===== src/iq_pkg.sv =====
package iq_pkg;

    // queue geometry
    localparam int IQ_DEPTH   = 32;
    localparam int IQ_PTR_W   = $clog2(IQ_DEPTH);
    localparam int IQ_CNT_W   = IQ_PTR_W + 1;

    // cache line and instruction geometry
    localparam int LINE_INSTS = 16;
    localparam int INST_W     = 32;
    localparam int PC_W       = 64;
    localparam int LINE_BITS  = LINE_INSTS * INST_W;
    localparam int OFS_W      = $clog2(LINE_INSTS);
    localparam int INST_BYTES = INST_W / 8;

    // fetch consumes two entries at a time
    localparam int READ_PAIR  = 2;

    typedef logic [INST_W-1:0]    inst_t;
    typedef logic [PC_W-1:0]      pc_t;
    typedef logic [LINE_BITS-1:0] line_t;

    typedef logic [IQ_PTR_W-1:0]  iq_ptr_t;

    // 0 to IQ_DEPTH, one bit wider than a pointer
    typedef logic [IQ_CNT_W-1:0]  iq_cnt_t;

    // 1 to LINE_INSTS instructions from one line
    typedef logic [OFS_W:0]       wr_cnt_t;

endpackage


===== src/iq_ptr_ctrl.sv =====
`timescale 1ns/1ns

module iq_ptr_ctrl import iq_pkg::*; (
    input  logic    clk,
    input  logic    rst_n,
    input  logic    line_valid_i,
    input  wr_cnt_t wr_cnt_i,
    input  logic    pair_vld_i,
    input  logic    stall_i,
    input  logic    flush_i,
    output iq_ptr_t wptr_o,
    output iq_ptr_t rptr_o,
    output logic    wr_en_o,
    output logic    pop_o,
    output logic    full_o
);

    iq_ptr_t wptr_q;
    iq_ptr_t rptr_q;
    iq_cnt_t cnt_q;
    iq_cnt_t cnt_d;
    iq_cnt_t cnt_add;
    iq_cnt_t cnt_sub;

    // fewer than one full line of free slots left
    assign full_o = cnt_q > iq_cnt_t'(IQ_DEPTH - LINE_INSTS);

    // flush wins over both write and pop
    assign wr_en_o = line_valid_i && !full_o && !flush_i;
    assign pop_o   = pair_vld_i && !stall_i && !flush_i;

    assign cnt_add = wr_en_o ? iq_cnt_t'(wr_cnt_i) : '0;
    assign cnt_sub = pop_o ? iq_cnt_t'(READ_PAIR) : '0;

    always_comb begin
        cnt_d = cnt_q + cnt_add - cnt_sub;
    end

    // pointers wrap naturally at IQ_DEPTH
    always_ff @(posedge clk or negedge rst_n) begin
        if (!rst_n) begin
            wptr_q <= '0;
        end else if (flush_i) begin
            wptr_q <= '0;
        end else if (wr_en_o) begin
            wptr_q <= wptr_q + iq_ptr_t'(wr_cnt_i);
        end
    end

    always_ff @(posedge clk or negedge rst_n) begin
        if (!rst_n) begin
            rptr_q <= '0;
        end else if (flush_i) begin
            rptr_q <= '0;
        end else if (pop_o) begin
            rptr_q <= rptr_q + iq_ptr_t'(READ_PAIR);
        end
    end

    // occupancy, write and pop may land on the same edge
    always_ff @(posedge clk or negedge rst_n) begin
        if (!rst_n) begin
            cnt_q <= '0;
        end else if (flush_i) begin
            cnt_q <= '0;
        end else begin
            cnt_q <= cnt_d;
        end
    end

    assign wptr_o = wptr_q;
    assign rptr_o = rptr_q;

endmodule


===== config.mk =====
export PLATFORM = sky130hd
export DESIGN_NAME = iq_ptr_ctrl
export DESIGN_NICKNAME = d
export VERILOG_FILES = /design/src/iq_pkg.sv /design/src/iq_ptr_ctrl.sv
export SDC_FILE = /design/constraint.sdc
export NUM_CORES = 1
export LEC_CHECK = 0
export ABC_AREA = 1
export CORE_ASPECT_RATIO = 1.5
export CORE_MARGIN = 5
export CORE_UTILIZATION = 30
export DETAILED_ROUTE_END_ITERATION = 8
export DONT_BUFFER_PORTS = 1
export PLACE_DENSITY_LB_ADDON = 0.15
export REMOVE_ABC_BUFFERS = 1
export SYNTH_ARGS = -nofsm -noshare
export SYNTH_HDL_FRONTEND = slang
export SYNTH_SLANG_ARGS = --single-unit

===== constraint.sdc =====
create_clock -name clk -period 3.9 [get_ports clk]
set_input_delay 0.975 -clock clk [delete_from_list [all_inputs] [get_ports clk]]
set_output_delay 0.975 -clock clk [all_outputs]
set_load 0.05 [all_outputs]

==> metrics <==
most area-consuming cells after synthesis sky130_fd_sc_hd__dfrtp_1 (34%), sky130_fd_sc_hd__ha_1 (15%), sky130_fd_sc_hd__nand2_1 (12%); setup clock skew after layout about 0.0036 ns; Wirelength per Cell 12.3 um; post-CTS sizing 0; site row count 27; violation count after the first detailed-route iteration 58; #FFs+latches synth 15; synthesized netlist cell count 143; compound-cell area share of the yosys netlist under 10%; dominant synthesized flop cell sky130_fd_sc_hd__dfrtp_1; maximum clock insertion buffer count 2; number of optimization iterations in the first detailed-route pass 4; Post-synth EDFFs 0; pin count of the biggest net entering global routing 16; number of vias in the routed layout around 860; TritonCTS Buffers 3; first-pass GRT wire length 4.11 mm; slowest CP cell sky130_fd_sc_hd__buf_4; list of most frequent post-synthesis cells sky130_fd_sc_hd__nand2_1 (36), sky130_fd_sc_hd__inv_1 (23), sky130_fd_sc_hd__nor2_1 (18); clock tree from TritonCTS yes; main combinational cell family by area after synthesis simple AND/OR/NAND/NOR gates; routed wire length approximately 2.3 mm; final slew viol count 0; ys async rst share 100%; full die area approximately 0.005 mm2; Worst setup SP type input pin; worst setup timing slack at the placement stage 1.13 ns; All-Layer GR Usage 10.4%; setup repair after global routing missed its margin false; CP Buf/Inv Count 3; post-layout util 32.9%; initial core utilization 30.5%; Synth Area in Adders 18.4%; max-cap check violation count 0; number of antenna violations at the first check in global routing 0; library cell with the highest instance count after synthesis sky130_fd_sc_hd__nand2_1; H-tree depth 1; number of hold violations in the final report 0; Diodes inserted 0; DR vias/cell 4.54; final critical-path share of the clock period 65.1%; maximum vdd ir drop 0.000243 V; vias in the first global route 929; Critical Path Sink Type primary output; Core ar. 0.00361 mm2; IO Pins 24; final setup fails 0; Crit Path Category input pin to primary output; total negative slack for setup checks 0 ns; clock latency on the worst-skew pair 0.25 ns; overall power after layout 0.791 mW; status completed; fraction of synthesized cell area in xor and xnor cells 3.18%; fraction of the yosys area taken by sequential cells 34.1%; Detail Placement HPWL 1.86 mm; final worst slack 1.36 ns; Die Ht ~84 um; synthesis-to-layout area growth 7.95%; cell taking the most area after synthesis sky130_fd_sc_hd__dfrtp_1; power density of the placed cells 665 mW/mm2; average size of a mapped cell 7.70 um2; slew at the pin with the worst max-slew slack 0.565 ns; Die Width 59.5 um; setup bufs post-CTS 0; area of the mapped netlist between 0.001 and 0.0015 mm2; type of the tightest min-delay check input pin to async pin; area share of the largest cell type after synthesis 34.1%; weighted congestion reported at the end of routability-driven placement 0.793; number of remaining DRC errors 0; Final ANT Viol Nets 0; cell type group with the largest total delay on the critical path buffers and inverters; critical path fanouts, max 3; GRT overflow 0; tightest slew margin relative to the limit 62.3%; multiplexer fraction of the synthesized cell area 0%; critical path cell sequence inv_1 -> nor2_1 -> inv_1 -> nor2_1 -> buf_4; number of port buffers 0; shortest period the worst path allows 2.54 ns; maximum clock rate 394 MHz; required time of the critical path approximately 2.9 ns; CP Data Arrival Time 1.56 ns; area fraction in and, or, nand and nor cells after synthesis 28.2%; cell chosen for the clock root sky130_fd_sc_hd__clkbuf_8; synthesis warning total 0; Clock Sink Count 15; worst stage delay on the critical path approximately 0.22 ns; Leak Pwr 0.640 nW; share of cells above drive strength 1 under 10%; hold bufs inserted after CTS 0; Worst-path clk slew 0.06 ns; number of nets in the layout 173; count of distinct cell types in the synthesized netlist 21
[sequential cells by signal, summed over array words and instances (netlist names)]
signal / count
cnt_q: 6
wptr_o: 5
rptr_o: 4
[worst paths after layout]
path                            depth (start not counted)        from   endpoint  slack (ns)
min in group clk                                        3    cnt_q[0]   cnt_q[0]        0.64
worst min register to register                          3    cnt_q[0]   cnt_q[0]        0.64
worst max register to register                         15    cnt_q[0]   cnt_q[4]        1.44
max in group asynchronous                               0       rst_n   cnt_q[1]        3.41
worst min-delay path                                    0       rst_n  wptr_o[4]        0.42
worst max-delay path                                    5  pair_vld_i      pop_o        1.36
[logic make-up (layout without fill, tap and decap cells)]
| kind of cell | count (synthesis) | count (layout) |
|---|---|---|
| AO/OA/AOI/OAI | 13 | 13 |
| XOR/XNOR | 4 | 4 |
| adder cells (fa/ha/maj) | 15 | 15 |
| buffers and inverters | 26 | 29 |
| flip-flops | 15 | 15 |
| other | 1 | 1 |
| AND/OR/NAND/NOR | 69 | 69 |
[cell type report]
class,count,area [um2]
fill,384,2430
multi-input combinational,102,617
sequential,15,375
inverter,24,90.1
tap,43,53.8
clock buffer,4,45.0
timing repair buffer,1,7.51
[per-stage QoR]
stage | hold slack, ns | instance area, um2 | cells
final | 0.417 | 1190 | 189
after global routing | 0.407 | 1190 | 189
after CTS | 0.413 | 1190 | 189
after detailed placement | 0.616 | 1140 | 185
after global placement | 0.620 | 1140 | 185
after floorplan | 0.581 | 1080 | 141
[power by group]
part           total (mW)  leakage, nW  switching [mW]  internal, mW
clock               0.128       0.0228          0.0556        0.0723
sequential          0.276        0.201          0.0841         0.192
combinational       0.387        0.417           0.245         0.142
total               0.791        0.640           0.385         0.406
[per-layer routing]
layer / global-route usage, % / wire length (um)
met1: 13.2 / 993
met5: 0 / 0
met2: 17.2 / 1160
met3: 2.92 / 153
met4: 2.47 / 14
[layout by cell type (no fill, tap or decap)]
master	instances
sky130_fd_sc_hd__nand4_1	1
sky130_fd_sc_hd__nand3b_1	1
sky130_fd_sc_hd__dfrtp_1	15
sky130_fd_sc_hd__fa_1	2
sky130_fd_sc_hd__o21ai_0	3
sky130_fd_sc_hd__nand2_1	36
sky130_fd_sc_hd__nand2_2	1
sky130_fd_sc_hd__clkbuf_8	3
sky130_fd_sc_hd__xor2_1	1
sky130_fd_sc_hd__nor2_8	1
sky130_fd_sc_hd__ha_1	13
sky130_fd_sc_hd__xnor2_1	3
sky130_fd_sc_hd__a21oi_1	7
sky130_fd_sc_hd__nand3_4	1
sky130_fd_sc_hd__conb_1	1
sky130_fd_sc_hd__o21ai_1	3
sky130_fd_sc_hd__inv_2	1
sky130_fd_sc_hd__inv_1	23
sky130_fd_sc_hd__nand3_1	10
sky130_fd_sc_hd__buf_4	1
sky130_fd_sc_hd__nor2_1	18
sky130_fd_sc_hd__clkbuf_1	1
No activity file was read; power rests on OpenSTA's default activity.
